### src/common/load_pkg.sv
package load_pkg;

    // ********************
    // Widths
    // ********************
    parameter int LINE_WIDTH = 512;
    parameter int ADDR_WIDTH = 48;

    typedef logic [LINE_WIDTH-1:0] line_t;
    typedef logic [ADDR_WIDTH-1:0] addr_t;

    // Line counts and offsets
    typedef logic [31:0] count_t;

    // ********************
    // Configuration and DMA command
    // ********************
    typedef struct packed {
        count_t [2:0] index_offset;
        count_t       base_offset;
        addr_t        base_addr;
        count_t       length;
        logic         multiline;
        logic         trigger_dma;
    } load_cfg_t;

    typedef struct packed {
        addr_t  addr;
        count_t length;
        logic   multiline;
    } dma_cmd_t;

    // Request length codes of the DMA engine
    typedef enum logic [1:0] {
        BURST_1 = 2'd0,
        BURST_2 = 2'd1,
        BURST_4 = 2'd3
    } burst_e;

    typedef enum logic [2:0] {
        REQ_IDLE,
        REQ_ACCUMULATE,
        REQ_DMA_TRIGGER,
        REQ_READ,
        REQ_DONE
    } req_state_e;

endpackage

### src/hw/load_config.sv
`timescale 1ns/1ps

module load_config (
    input  logic                clk,
    input  logic                internal_reset,
    input  logic                op_start,
    input  load_pkg::load_cfg_t cfg,
    input  logic                busy,
    output logic                addr_ready,
    output load_pkg::addr_t     start_addr,
    output load_pkg::count_t    length,
    output logic                multiline,
    output logic                trigger_dma
);

    logic                               active;
    logic [1:0]                         step;
    logic                               accept;
    load_pkg::count_t [2:0]             index_offset;
    load_pkg::count_t                   running_offset;
    logic [load_pkg::ADDR_WIDTH-33:0]   upper_addr;

    // No new operation until the previous one has been handed on
    assign accept = op_start && !busy && !active && !addr_ready;

    assign start_addr = {upper_addr, running_offset};

    // ********************
    // Sequencing
    // ********************
    always_ff @(posedge clk)
    begin
        if (internal_reset)
        begin
            active     <= 1'b0;
            step       <= 2'd0;
            addr_ready <= 1'b0;
        end
        else
        begin
            addr_ready <= 1'b0;
            if (accept)
            begin
                active <= 1'b1;
                step   <= 2'd0;
            end
            else if (active)
            begin
                step <= step + 2'd1;
                // Third offset added this cycle
                if (step == 2'd2)
                begin
                    active     <= 1'b0;
                    addr_ready <= 1'b1;
                end
            end
        end
    end

    // ********************
    // Configuration and address sum
    // ********************
    always_ff @(posedge clk)
    begin
        if (accept)
        begin
            index_offset   <= cfg.index_offset;
            upper_addr     <= cfg.base_addr[load_pkg::ADDR_WIDTH-1:32];
            running_offset <= cfg.base_addr[31:0] + cfg.base_offset;
            length         <= cfg.length;
            multiline      <= cfg.multiline;
            trigger_dma    <= cfg.trigger_dma;
        end
        else if (active)
        begin
            // Low 32 bits wrap, upper part untouched
            running_offset <= running_offset + index_offset[step];
        end
    end

endmodule

### config.mk
export PLATFORM = sky130hd
export DESIGN_NAME = load_config
export DESIGN_NICKNAME = d
export VERILOG_FILES = /design/src/common/load_pkg.sv /design/src/hw/load_config.sv
export SDC_FILE = /design/constraint.sdc
export NUM_CORES = 1
export LEC_CHECK = 0
export BUFFER_PORTS_ARGS = -buffer_cell sky130_fd_sc_hd__buf_2
export CAP_MARGIN = 0
export CORE_UTILIZATION = 35
export DETAILED_ROUTE_END_ITERATION = 8
export GPL_TIMING_DRIVEN = 1
export PLACE_DENSITY = 0.7
export SLEW_MARGIN = 40
export SYNTH_ARGS = -nofsm -noshare
export SYNTH_HDL_FRONTEND = slang
export SYNTH_SLANG_ARGS = --single-unit
### constraint.sdc
create_clock -name clk -period 5.2 [get_ports clk]
set_input_delay 1.04 -clock clk [delete_from_list [all_inputs] [get_ports clk]]
set_output_delay 1.04 -clock clk [all_outputs]
set_load 0.05 [all_outputs]
### After elaboration in Yosys (flattened, before gate mapping)

Cells that the tools add are included.

| word-level totals | value |
|---|---|
| bits in registers | 182 |

| cells by class | value |
|---|---|
| add/sub/neg operators | 3 |
| magnitude comparators | 1 |
| eq/ne operators | 1 |
| muxes and demuxes | 8 |
| bitwise operators | 1 |
| reductions and logical operators | 9 |

Operators by type and width:

| operator | number |
|---|---|
| 32-bit 2-to-1 mux | 3 |
| 32-bit adder | 2 |
| 32-bit binary-select mux with 2-bit select | 1 |
| 1-bit 2-to-1 mux | 4 |
| 1-bit logical AND | 3 |
| 1-bit zero test | 3 |
| 2-bit by 3-bit less-than comparator with 1-bit output (second input constant) | 1 |
| 3-bit OR reduction | 1 |
| 2-bit by 1-bit adder with 2-bit output (second input constant) | 1 |
| 2-bit equality test (second input constant) | 1 |
| 2-bit nonzero test | 1 |
| 2-bit OR reduction | 1 |
| 1-bit NOT | 1 |

### Depth between registers and ports, before layout

| logic depth | value |
|---|---|
| word-level depth | 5 |
| depth in mapped cells | 15 |

### Least setup slack after synthesis

OpenSTA, ideal clock, no wires.

| path | value |
|---|---|
| path kind | input to register |
| from | input port busy |
| to | register running_offset[29] (data pin) |
| arrival time | 4.082 ns |
| required time | 4.835 ns |
| setup slack | 0.753 ns |
| stages on the path | 6 |
| buffers on the path | 3 |
| cell sequence | or4b_2 -> clkbuf_1 -> clkinv_1 -> buf_2 -> buf_2 -> a22oi_1 |

| on the way | value |
|---|---|
| word-level cells in the longest chain between the ends | 5 |

RTL lines:

| element | line | RTL |
|---|---|---|
| from (decl) | load_config.sv:8 | `input logic busy,` |
| 1-bit zero test | load_config.sv:24 | `assign accept = op_start && !busy && !active && !addr_ready;` |
| 1-bit logical AND (3 in series) | load_config.sv:24 |  |
| via accept | load_config.sv:18 | `logic accept;` |
| 32-bit 2-to-1 mux | load_config.sv:65 | `if (accept)` |
| to (signal assigned) | load_config.sv:69 | `running_offset <= cfg.base_addr[31:0] + cfg.base_offset;` |
| to (signal assigned) | load_config.sv:77 | `running_offset <= running_offset + index_offset[step];` |
| to (decl) | load_config.sv:20 | `load_pkg::count_t running_offset;` |

The timed path passes the listed nets, and every way through them passes these cells.
A chain may end at the register's enable or synchronous reset.

### Worst setup path in the final report

| path | value |
|---|---|
| from | register step[0] |
| to | register running_offset[20] (data pin) |

| on the way | value |
|---|---|
| word-level cells in the longest chain between the ends | 5 |

RTL lines:

| element | line | RTL |
|---|---|---|
| from (decl) | load_config.sv:17 | `logic [1:0] step;` |
| from (signal assigned) | load_config.sv:49 | `step <= step + 2'd1;` |
| 32-bit binary-select mux with 2-bit select | load_config.sv:77 |  |
| 32-bit 2-to-1 mux (not written as such) | load_config.sv:77 |  |
| 32-bit adder | load_config.sv:77 |  |
| 32-bit 2-to-1 mux | load_config.sv:74 | `else if (active)` |
| 32-bit 2-to-1 mux | load_config.sv:65 |  |

Every way passes these cells. The select of a mux whose other input is x is not followed.

==> run metrics <==
Placement Rows 60; Port Buf Inserts 296; Routed WL per cell 17.0 um; crit path kind reg -> reg; drt total wl 25500 um; Hold Buf Count CTS 0; Tcrit/Tclk final 72.2%; Post-synth ARST share 0%; Clk Latency, worst-skew pair 0.44 ns; Num CTS Buffers 17; CTS tree yes; # Post-CTS Setup Buffers 0; fin. max-slew vios 0; Net Sw Frac 35.6%; Crit Path Max Fanout 16; RSZ-0062 raised after global routing false; Slew HR 50.9%; DRC errors left 0; HP Class reg -> reg; CTS root buf clkbuf_16; initial drt markers 499; final setup fails 0; synthesized cell area 9740 sq um; syn avg cell area 11.9 sq um; outcome completed; skew final 0.0149 ns; cts repair resizes 0; P_leak 0.00500 uW; GP Congestion 0.858; Reg2Reg Depth 13; Final Critical Period 3.75 ns; P&R area growth vs syn 25.5%; hold path cells 2; DR vias/cell 5.07; H-tree lvl count 4; Die Footprint 28500 sq um; Worst Tran Pin Value 0.735 ns; CTS clk-pin slew, worst paths 0.08 ns; antenna violations before repair 2; vias in the first global route 7302; Post-synth EDFFs 178; CP cell instances nor2b_2 > nand2_1 > o21ai_0 > ha_1 > fa_1 > a211oi_1 > o21ai_1 > a41oi_2 > a21oi_2 > o21a_1 > o21ai_0 > mux2i_1 > o311ai_0; Max Fclk 267 MHz; Seq/Total Area, Yosys 55.7%; Sw Pwr 1710 uW; clk sink count 182; GRT overflow 0; count of different cell masters after synthesis 63; Critical Path Source Type register; vias 7611; layout cell share with drive strength beyond 1 31.1%; Net Count, Synth 1097; global-route wire length before repair 38200 um; drt first pass iters 5; CP Capture Type register; Sequential Power Share 39.1%; starting density of the core 35.9%; Syn Inst Count 818; internal power 3090 uW; top cells by area, synth edfxtp_1, ha_1, o21ai_0, mux2i_1, a21oi_1; area of the core 27100 sq um; Clock Tree Buf Depth 2; final antenna diode count 0; largest net degree at the start of global routing 86; Syn. warnings 0; Chip Height 169 um; chip width 169 um; Final HPWL DP 19900 um; ys flop type edfxtp_1; worst vdd ir 0.342 mV; highest-delay cell along the critical path dfxtp_2; Fin Setup TNS 0 ns; post-layout util 45.1%; nets@finish 1394; post-synth top area share 54.9%; Critical Path AT 3.91 ns; cell taking the most area after synthesis edfxtp_1; flops & latches, synth 182; R2R setup slack 1.45 ns; CP peak stage delay 0.63 ns; IO Pins 297; Req. time, crit path 5.36 ns; GRT Util Overall 17.6%; Filler Cells Inserted 2545; maxcap violations 0; power per cell area 392 nW/um^2; Fin. Hold Viols 0; Crit path top cell by count o21ai_0; Gate power share 35.1%; Antenna Nets Post-Route 0; Clk pwr share 25.8%
-- sequential cells by signal, summed over array words and instances, names as in the netlist --
signal          cells
length             32
index_offset       96
running_offset     32
active              1
upper_addr         16
trigger_dma         1
multiline           1
addr_ready          1
step                2
-- Yosys cell counts (3+ instances only) --
master and n:
edfxtp_1 178, o21ai_0 82, a21oi_1 72, nand2_1 68, ha_1 63, mux2i_1 39, nor2_1 32, a21o_1 31
xnor2_1 27, clkbuf_1 21, inv_1 21, nand3_1 18, xor2_1 14, and3_1 13, a211oi_1 10, and2_1 9
nand2b_1 9, o31ai_1 9, o211ai_1 7, o21bai_1 7, nand4_1 6, nor3_1 5, o21a_1 5, a211o_1 4
a31oi_1 4, and4_1 4, dfxtp_1 4, or3_1 4, a22oi_1 3, nor2b_1 3, or2_2 3
-- per-stage QoR --
stage / total power, uW / instances / area (sq um) / hold slack [ns] / worst slack (ns)
after CTS: 4830 / 1500 / 12200 / 0.618 / 1.44
after global placement: 3550 / 1468 / 11700 / 0.588 / 1.36
after floorplan: 3140 / 818 / 9740 / 0.501 / 0.753
after global routing: 5050 / 1500 / 12200 / 0.632 / 1.07
after detailed placement: 3580 / 1468 / 11700 / 0.604 / 1.27
final: 4790 / 1500 / 12200 / 0.630 / 1.45
-- cells by family (layout without fill, tap and decap cells) --
group,count (synthesis),count (layout),share of synthesized area (%)
AO/OA/AOI/OAI,261,261,17.1
buffers and inverters,47,357,1.84
XOR/XNOR,41,41,3.69
multiplexers,39,39,4.01
adder cells (fa/ha/maj),65,65,8.51
AND/OR/NAND/NOR,183,183,9.16
flip-flops,182,182,55.7
-- cell type report --
cell class	instances	area (sq um)	share of cell area, %
clock buffers	20	437	3.57
clock inverters	12	121	0.993
inverters	22	87.6	0.717
multi-input cells	589	4140	33.8
flip-flops and latches	182	5430	44.4
well taps	372	465	3.81
repair buffers	303	1550	12.7
-- critical path, delay by kind of cell (launching register included) --
kind / cells / cell delay (ns)
AO/OA/AOI/OAI: 8 / 1.63
adder cells (fa/ha/maj): 2 / 0.65
flip-flops: 1 / 0.63
AND/OR/NAND/NOR: 2 / 0.35
multiplexers: 1 / 0.22
-- path summary, 6_finish.rpt --
kind,from,to
worst max-delay path,step[0],running_offset[20]
worst min register to register,active,active
worst min-delay path,active,active
worst max register to register,step[0],running_offset[20]
-- power groups by stage --
stage	logic (uW)	registers [uW]	clock network, uW
floorplan	955	2180	0
global placement	1650	1900	0
detailed placement	1670	1910	0
CTS	1680	1880	1270
global route	1840	1890	1320
finish	1680	1870	1240
-- cell usage in the layout, fill, tap and decap left out, types with 4 or more instances in the layout --
cell / instances
buf_2: 296
edfxtp_1: 178
o21ai_0: 82
a21oi_1: 72
nand2_1: 68
ha_1: 63
mux2i_1: 39
nor2_1: 32
a21o_1: 31
xnor2_1: 27
inv_1: 21
nand3_1: 18
clkbuf_16: 17
xor2_1: 14
and3_1: 13
a211oi_1: 10
and2_1: 9
nand2b_1: 9
o31ai_1: 9
o211ai_1: 7
o21bai_1: 7
nand4_1: 6
buf_4: 6
nor3_1: 5
o21a_1: 5
inv_6: 4
and4_1: 4
a211o_1: 4
a31oi_1: 4
or3_1: 4
-- metal layers --
metal	vias up	wire length (um)	track usage, %
li1	3725	-	-
met1	3565	10500	20.4
met2	295	12700	31.4
met3	22	2000	5.59
met4	4	326	4.43
met5	-	34	0
Power figures use the tool's default switching activity.
