File: src/common/load_pkg.sv
package load_pkg;

    // ********************
    // Widths
    // ********************
    parameter int LINE_WIDTH = 512;
    parameter int ADDR_WIDTH = 48;

    typedef logic [LINE_WIDTH-1:0] line_t;
    typedef logic [ADDR_WIDTH-1:0] addr_t;

    // Line counts and offsets
    typedef logic [31:0] count_t;

    // ********************
    // Configuration and DMA command
    // ********************
    typedef struct packed {
        count_t [2:0] index_offset;
        count_t       base_offset;
        addr_t        base_addr;
        count_t       length;
        logic         multiline;
        logic         trigger_dma;
    } load_cfg_t;

    typedef struct packed {
        addr_t  addr;
        count_t length;
        logic   multiline;
    } dma_cmd_t;

    // Request length codes of the DMA engine
    typedef enum logic [1:0] {
        BURST_1 = 2'd0,
        BURST_2 = 2'd1,
        BURST_4 = 2'd3
    } burst_e;

    typedef enum logic [2:0] {
        REQ_IDLE,
        REQ_ACCUMULATE,
        REQ_DMA_TRIGGER,
        REQ_READ,
        REQ_DONE
    } req_state_e;

endpackage

File: src/request/load_requester.sv
`timescale 1ns/1ps

module load_requester #(
    parameter int LOG2_PREFETCH_SIZE = 4
) (
    input  logic                        clk,
    input  logic                        internal_reset,
    input  logic                        addr_ready,
    input  load_pkg::addr_t             start_addr,
    input  load_pkg::count_t            length,
    input  logic                        multiline,
    input  logic                        trigger_dma,
    input  logic                        dma_idle,
    input  logic                        dma_active,
    input  logic                        rx_valid,
    input  logic [LOG2_PREFETCH_SIZE:0] fifo_count,
    output logic                        dma_start,
    output load_pkg::dma_cmd_t          dma_cmd,
    output logic                        rd_req,
    output load_pkg::burst_e            rd_len,
    output logic                        busy
);

    localparam int PREFETCH_SIZE = 1 << LOG2_PREFETCH_SIZE;

    load_pkg::req_state_e state;
    load_pkg::count_t     requested;
    load_pkg::count_t     received;
    load_pkg::count_t     in_flight;
    load_pkg::count_t     credit;
    load_pkg::count_t     remaining;
    load_pkg::count_t     burst_lines;
    load_pkg::burst_e     burst;
    logic                 dma_want;
    logic                 req_fire;

    // ********************
    // Credit and burst choice
    // ********************
    assign in_flight = requested - received;
    assign credit    = load_pkg::count_t'(PREFETCH_SIZE)
                     - load_pkg::count_t'(fifo_count) - in_flight;
    assign remaining = length - requested;

    // Largest burst that fits both the remaining lines and the credit
    always_comb
    begin
        if (multiline && remaining >= 32'd4 && credit >= 32'd4)
        begin
            burst       = load_pkg::BURST_4;
            burst_lines = 32'd4;
        end
        else if (multiline && remaining >= 32'd2 && credit >= 32'd2)
        begin
            burst       = load_pkg::BURST_2;
            burst_lines = 32'd2;
        end
        else
        begin
            burst       = load_pkg::BURST_1;
            burst_lines = 32'd1;
        end
    end

    assign req_fire = (state == load_pkg::REQ_READ) && dma_active
                   && (remaining != 32'd0) && (credit >= burst_lines);
    assign rd_req   = req_fire;
    assign rd_len   = burst;

    // Command goes out as soon as the engine is idle
    assign dma_want  = (state == load_pkg::REQ_DMA_TRIGGER)
                    || (state == load_pkg::REQ_ACCUMULATE && trigger_dma && length != 32'd0);
    assign dma_start = dma_want && dma_idle;

    assign busy = (state != load_pkg::REQ_IDLE);

    // ********************
    // Request FSM
    // ********************
    always_ff @(posedge clk)
    begin
        if (internal_reset)
        begin
            state <= load_pkg::REQ_IDLE;
        end
        else
        begin
            case (state)
                load_pkg::REQ_IDLE:
                begin
                    if (addr_ready)
                    begin
                        state <= load_pkg::REQ_ACCUMULATE;
                    end
                end
                // Address sum is final here
                load_pkg::REQ_ACCUMULATE:
                begin
                    if (length == 32'd0)
                    begin
                        state <= load_pkg::REQ_DONE;
                    end
                    else if (!trigger_dma || dma_idle)
                    begin
                        state <= load_pkg::REQ_READ;
                    end
                    else
                    begin
                        state <= load_pkg::REQ_DMA_TRIGGER;
                    end
                end
                load_pkg::REQ_DMA_TRIGGER:
                begin
                    if (dma_idle)
                    begin
                        state <= load_pkg::REQ_READ;
                    end
                end
                load_pkg::REQ_READ:
                begin
                    if (requested == length)
                    begin
                        state <= load_pkg::REQ_DONE;
                    end
                end
                // Wait until every line has landed and drained
                load_pkg::REQ_DONE:
                begin
                    if (received == length && fifo_count == '0)
                    begin
                        state <= load_pkg::REQ_IDLE;
                    end
                end
                default:
                begin
                    state <= load_pkg::REQ_IDLE;
                end
            endcase
        end
    end

    // Requested and received line counts
    always_ff @(posedge clk)
    begin
        if (internal_reset)
        begin
            requested <= '0;
            received  <= '0;
        end
        else if (state == load_pkg::REQ_IDLE && addr_ready)
        begin
            requested <= '0;
            received  <= '0;
        end
        else
        begin
            if (req_fire)
            begin
                requested <= requested + burst_lines;
            end
            if (rx_valid)
            begin
                received <= received + 32'd1;
            end
        end
    end

    always_ff @(posedge clk)
    begin
        if (state == load_pkg::REQ_IDLE && addr_ready)
        begin
            dma_cmd.addr      <= start_addr;
            dma_cmd.length    <= length;
            dma_cmd.multiline <= multiline;
        end
    end

endmodule

File: config.mk
export PLATFORM = sky130hd
export DESIGN_NAME = load_requester
export DESIGN_NICKNAME = d
export VERILOG_FILES = /design/src/common/load_pkg.sv /design/src/request/load_requester.sv
export SDC_FILE = /design/constraint.sdc
export NUM_CORES = 1
export LEC_CHECK = 0
export ABC_AREA = 1
export BUFFER_PORTS_ARGS = -buffer_cell sky130_fd_sc_hd__buf_2
export CAP_MARGIN = 20
export CORE_ASPECT_RATIO = 0.8
export CORE_UTILIZATION = 65
export CTS_BUF_LIST = sky130_fd_sc_hd__clkbuf_2
export DETAILED_ROUTE_END_ITERATION = 6
export GPL_TIMING_DRIVEN = 0
export PLACE_DENSITY = 0.95
export SYNTH_ARGS = -nofsm -noshare
export SYNTH_HDL_FRONTEND = slang
export SYNTH_SLANG_ARGS = --single-unit
File: constraint.sdc
create_clock -name clk -period 19.37 [get_ports clk]
set_clock_uncertainty 0.1 [all_clocks]
set_input_delay 0.9685 -clock clk [delete_from_list [all_inputs] [get_ports clk]]
set_output_delay 0.9685 -clock clk [all_outputs]
set_load 0.05 [all_outputs]
Yosys cells after proc, flatten, opt, wreduce, memory -nomap -nowiden
Index checks and enable logic that the tools add are counted.
- multiplexer cells: 11
- eq/ne operators: 10
- $lt $le $gt $ge: 5
- reduce and logical (&&, ||, !) cells: 23
- add/sub/neg operators: 6
- operators by type and width (operator ; number):
    $sub 32x32->32 ; 3
    $eq 32x32->1 ; 2
    $ge 32x2->1 const B ; 2
    $ge 32x3->1 const B ; 2
    $reduce_bool 32->1 ; 2
    $add 32x1->32 const B ; 1
    $add 32x32->32 ; 1
    $ge 32x32->1 ; 1
    $logic_not 32->1 ; 1
    $mux 3 ; 6
    $pmux 3 s5 ; 1
    $logic_and 1x1->1 ; 12
    $eq 3x2->1 const B ; 2
    $ne 2x2->1 const B ; 3
    $sub 5x5->6 const A ; 1
    $logic_not 5->1 ; 1
    $mux 2 ; 2
    $reduce_and 4->1 ; 1
    $eq 3x1->1 const B ; 1
    $eq 3x3->1 const B ; 1
    $logic_not 3->1 ; 1
    $reduce_bool 3->1 ; 1
    $logic_or 1x1->1 ; 2
    $mux 1 ; 2
    3 further kinds ; 3
- output and inout bits: 86
- input bits: 93
- bits in registers: 148
- word-level logic and storage cells: 61

Depth between registers and ports, before layout
- depth after elaboration: 8
- gate-level depth with buffers: 38
- depth with buffers taken out: 38

Worst setup path before layout
No wires, ideal clock.
- path kind: input-to-output
- from: input fifo_count[1]
- to: output rd_req
- arrival time: 6.225 ns
- cell stages on the path: 33
- data required time: 18.302 ns
- path slack: 12.077 ns
- path through: nor3_1 > a21oi_1 > inv_1 > fa_1 > inv_1 > ha_1 > nand2_1 > inv_1 > nand2_1 > nand2_1 > a21oi_1 > nor2_1 > nor2_1 > nand3_1 > nand2_1 > inv_1 > nand3_1 > nor2_1 > nand2_1 > nor2_1 > nor2_1 > inv_1 > nand2_1 > ha_1 > o21ai_0 > nand2_1 > a21oi_1 > nand2_1 > nor2_1 > nand3_2 > nand3_2 > buf_6 > inv_1
- cells in the longest elaborated chain, start to end: 8
- ends and longest elaborated chain (item ; line ; RTL):
    from (decl) ; load_requester.sv:16 ; input logic [LOG2_PREFETCH_SIZE:0] fifo_count,
    $sub 5x5->6 (*) ; load_requester.sv:42 ; - load_pkg::count_t'(fifo_count) - in_flight;
    $sub 32x32->32 (*) ; load_requester.sv:42 ;
    $ge 32x2->1 ; load_requester.sv:53 ; else if (multiline && remaining >= 32'd2 && credit >= 32'd2)
    $logic_and 1x1->1 ; load_requester.sv:53 ;
    $mux 2 ; load_requester.sv:53 ;
    $mux 3 ; load_requester.sv:48 ; if (multiline && remaining >= 32'd4 && credit >= 32'd4)
    $ge 32x32->1 (*) ; load_requester.sv:66 ; && (remaining != 32'd0) && (credit >= burst_lines);
    $logic_and 1x1->1 (*) ; load_requester.sv:66 ;
    to (decl) ; load_requester.sv:19 ; output logic rd_req,
Mark *: on every way between the ends. The rest lies on a longest branch, timed or not.

Worst setup path in the final report
- from: input fifo_count[2]
- to: output rd_req
The elaborated chain is that of the path after synthesis.

==> flow_metrics.env <==
export IMPL_status="finished with violations"
export IMPL_violations="design-rule violations"
export IMPL_async_flop_share=0
export IMPL_avgViaCountPerCell=5.79
export IMPL_ys_flop_type="edfxtp_1"
export IMPL_layout_commonest_cell="nand2_1"
export IMPL_cts_sink_count=148
export IMPL_path_common_cell="nand2_1"
export IMPL_design_power_total_uw=1050
export IMPL_synth_nets=2162
export IMPL_max_freq_mhz=112
export IMPL_io_pins=179
export IMPL_nNetsFinal=2361
export IMPL_avgSynthCellArea_um2=6.58
export IMPL_startpoint_type="input pin"
export IMPL_drt_pass1_iter_count=7
export IMPL_io_buffers=177
export IMPL_fin_setup_tns_ns=0
export IMPL_final_cell_mix="nand2_1, inv_1, buf_2"
export IMPL_initial_utilization=0.673
export IMPL_worst_path_buf_inv=7
export IMPL_num_vias=14100
export IMPL_syn_inst=1964
export IMPL_dp_hpwl_mm=35.0
export IMPL_first_iter_violations=1824
export IMPL_grt_pass1_wl_mm=66.2
export IMPL_synth_cell_area_um2=12900
export IMPL_rsz0062_at_grt="false"
export IMPL_setup_viol=0
export IMPL_antenna_left=0
export IMPL_period_minus_slack_ns=8.91
export IMPL_die_w_um=160
export IMPL_cp_max_fo=22
export IMPL_slew_headroom=0.298
export IMPL_avgRoutedWirePerCell_um=17.8
export IMPL_place_congestion=0.978
export IMPL_path_clk_slew_ns=0.27
export IMPL_power_frac_clock=0.173
export IMPL_slowest_stage="a21oi_1"
export IMPL_maxSlewViolCount=0
export IMPL_maxCapViolCount=0
export IMPL_switching_share=0.474
export IMPL_dpl_cell_area_um2=14200
export IMPL_clock_path_buffers=2
export IMPL_cp_end_kind="primary output"
export IMPL_p_seq_frac=0.379
export IMPL_pwr_share_comb=0.449
export IMPL_core_area_um2=19200
export IMPL_path_delay_family="simple AND/OR/NAND/NOR gates"
export IMPL_yosys_warnings=0
export IMPL_p_switching_uw=500
export IMPL_grt_pass1_vias=12200
export IMPL_crit_required_ns=18.30
export IMPL_n_fill_cell=1500
export IMPL_cts_setup_buffers=0
export IMPL_p_leak_uw=0.00727
export IMPL_drt_total_wl_mm=43.4
export IMPL_pwr_density_cell_nw_per_um2=72.9
export IMPL_worstPathArrival_ns=7.84
export IMPL_critPathKind="input pin to primary output"
export IMPL_drc=10
export IMPL_cts_tree="built"
export IMPL_die_y_um=128
export IMPL_fin_crit_sh=0.460
export IMPL_antenna_found_initial=2
export IMPL_p_int_uw=554
export IMPL_post_cts_resized=0
export IMPL_grt_max_degree=29
export IMPL_dieArea_um2=20500
export IMPL_worstHoldPathType="input pin to register"
export IMPL_synth_seq_cells=148
export IMPL_ctsHtreeMaxLevel=4
export IMPL_final_util=0.753
export IMPL_yosysSeqAreaShare=0.292
export IMPL_numCtsBuffers=17
export IMPL_tightest_slew_ns=1.04
export IMPL_multi_input_area_um2=7530
export IMPL_drive_gt1_frac=0.110
export IMPL_final_area_um2=14400
export IMPL_peakVddDrop_mv=0.0780
export IMPL_hold_buffers=0
export IMPL_track_usage=0.422
export IMPL_ys_types=43
export IMPL_clockRootBuffer="clkbuf_2"
export IMPL_final_hold_violation_count=0
export IMPL_clock_latency_ns=0.80
export IMPL_area_growth_syn_to_layout_pct=11.7
export IMPL_holdWs_ns=0.211
export IMPL_register_area_um2=3770
export IMPL_std_cell_rows=45
export IMPL_grt_ovfl_total=0
export IMPL_synth_enable_flop_cells=81
export IMPL_critPathMaxStageDelay_ns=0.56
==> layer usage <==
metal,up-vias,global-route usage,share of wire
met3,137,0.0967,0.13
met5,-,0,0
met4,0,0.124,0.033
li1,6625,-,-
met2,1010,0.643,0.42
met1,6352,0.598,0.42
==> Yosys cell counts, types with 2 or more instances <==
cell type  count  area, um2
a211oi_1       2       15.0
a21o_1         2       15.0
a21oi_1       91        455
a221oi_1       4       35.0
a31oi_1        2       12.5
and2_1         6       37.5
and3_1         3       18.8
buf_1          3       11.3
buf_6          3       33.8
clkbuf_1      15       56.3
clkinv_1       3       11.3
dfxtp_1       67       1340
edfxtp_1      81       2430
fa_1          33        661
ha_1          72        901
inv_1        401       1510
inv_2          3       11.3
nand2_1      637       2390
nand2_2        5       31.3
nand3_1       90        450
nand3_2        4       40.0
nand3b_1      16        120
nand4_1       64        400
nor2_1       158        593
nor2_2         7       43.8
nor3_1        43        215
nor3b_1        3       22.5
nor4_1        25        156
o21a_1         4       30.0
o21ai_0       30        150
o21bai_1       5       37.5
o22ai_1        6       37.5
or2_2          3       18.8
xnor2_1       14        123
xor2_1        51        447
==> flip-flops by register name, indices dropped and copies added (netlist names) <==
signal	count
dma_cmd	81
state	3
received	32
requested	32
==> area by class of cell <==
| cell class | instances | share of cell area |
|---|---|---|
| clock buffers | 19 | 0.00658 |
| repair buffers | 180 | 0.0665 |
| plain buffers | 22 | 0.00736 |
| diodes | 4 | 0.000693 |
| multi-input cells | 1387 | 0.521 |
| flip-flops and latches | 148 | 0.261 |
| clock inverters | 13 | 0.00849 |
| well taps | 258 | 0.0223 |
| inverters | 407 | 0.106 |
==> worst reg2reg max path: cells and delay by family, from the launching register on <==
| kind | cells | cell delay [ns] |
|---|---|---|
| and+or+nand+nor | 22 | 3.84 |
| adders and majority gates | 4 | 1.77 |
| AOI/OAI and AO/OA | 3 | 0.71 |
| DFF | 1 | 0.52 |
| buffers and inverters | 4 | 0.49 |
| xor gates and xnor gates | 1 | 0.20 |
==> power by group through the flow <==
stage / clock network (uW) / logic (uW) / registers (uW)
final: 182 / 472 / 399
after global routing: 191 / 504 / 401
after CTS: 178 / 462 / 398
after detailed placement: 0 / 458 / 405
after global placement: 0 / 430 / 411
after floorplan: 0 / 210 / 530
==> kinds of logic (layout without fill, tap and decap cells) <==
family | count (synthesis) | in the layout | synth area share
AND/OR/NAND/NOR | 1066 | 1066 | 0.353
buffers and inverters | 429 | 641 | 0.126
adder cells (fa/ha/maj) | 105 | 105 | 0.121
XOR/XNOR | 65 | 65 | 0.0440
other | 0 | 4 | 0
AO/OA/AOI/OAI | 151 | 151 | 0.0642
flip-flops | 148 | 148 | 0.292
==> per-stage QoR <==
step           std cells  setup WS [ns]
5_1_grt             2438          10.23
3_3_place_gp        2399          10.71
3_5_place_dp        2402          10.78
6_report            2438          10.46
4_1_cts             2434          10.96
2_1_floorplan       1964          12.08
==> final timing paths <==
kind	from	end	slack (ns)	depth (start not counted)
worst max-delay path	fifo_count[2]	rd_req	10.46	34
worst min-delay path	start_addr[19]	dma_cmd[52]$_DFFE_PP_	0.21	1
worst max register to register	received[2]$_SDFFE_PP0P_	requested[26]$_SDFFE_PP0P_	11.69	34
worst min register to register	received[15]$_SDFFE_PP0P_	received[15]$_SDFFE_PP0P_	0.43	2
No activity file was read; power rests on OpenSTA's default activity.
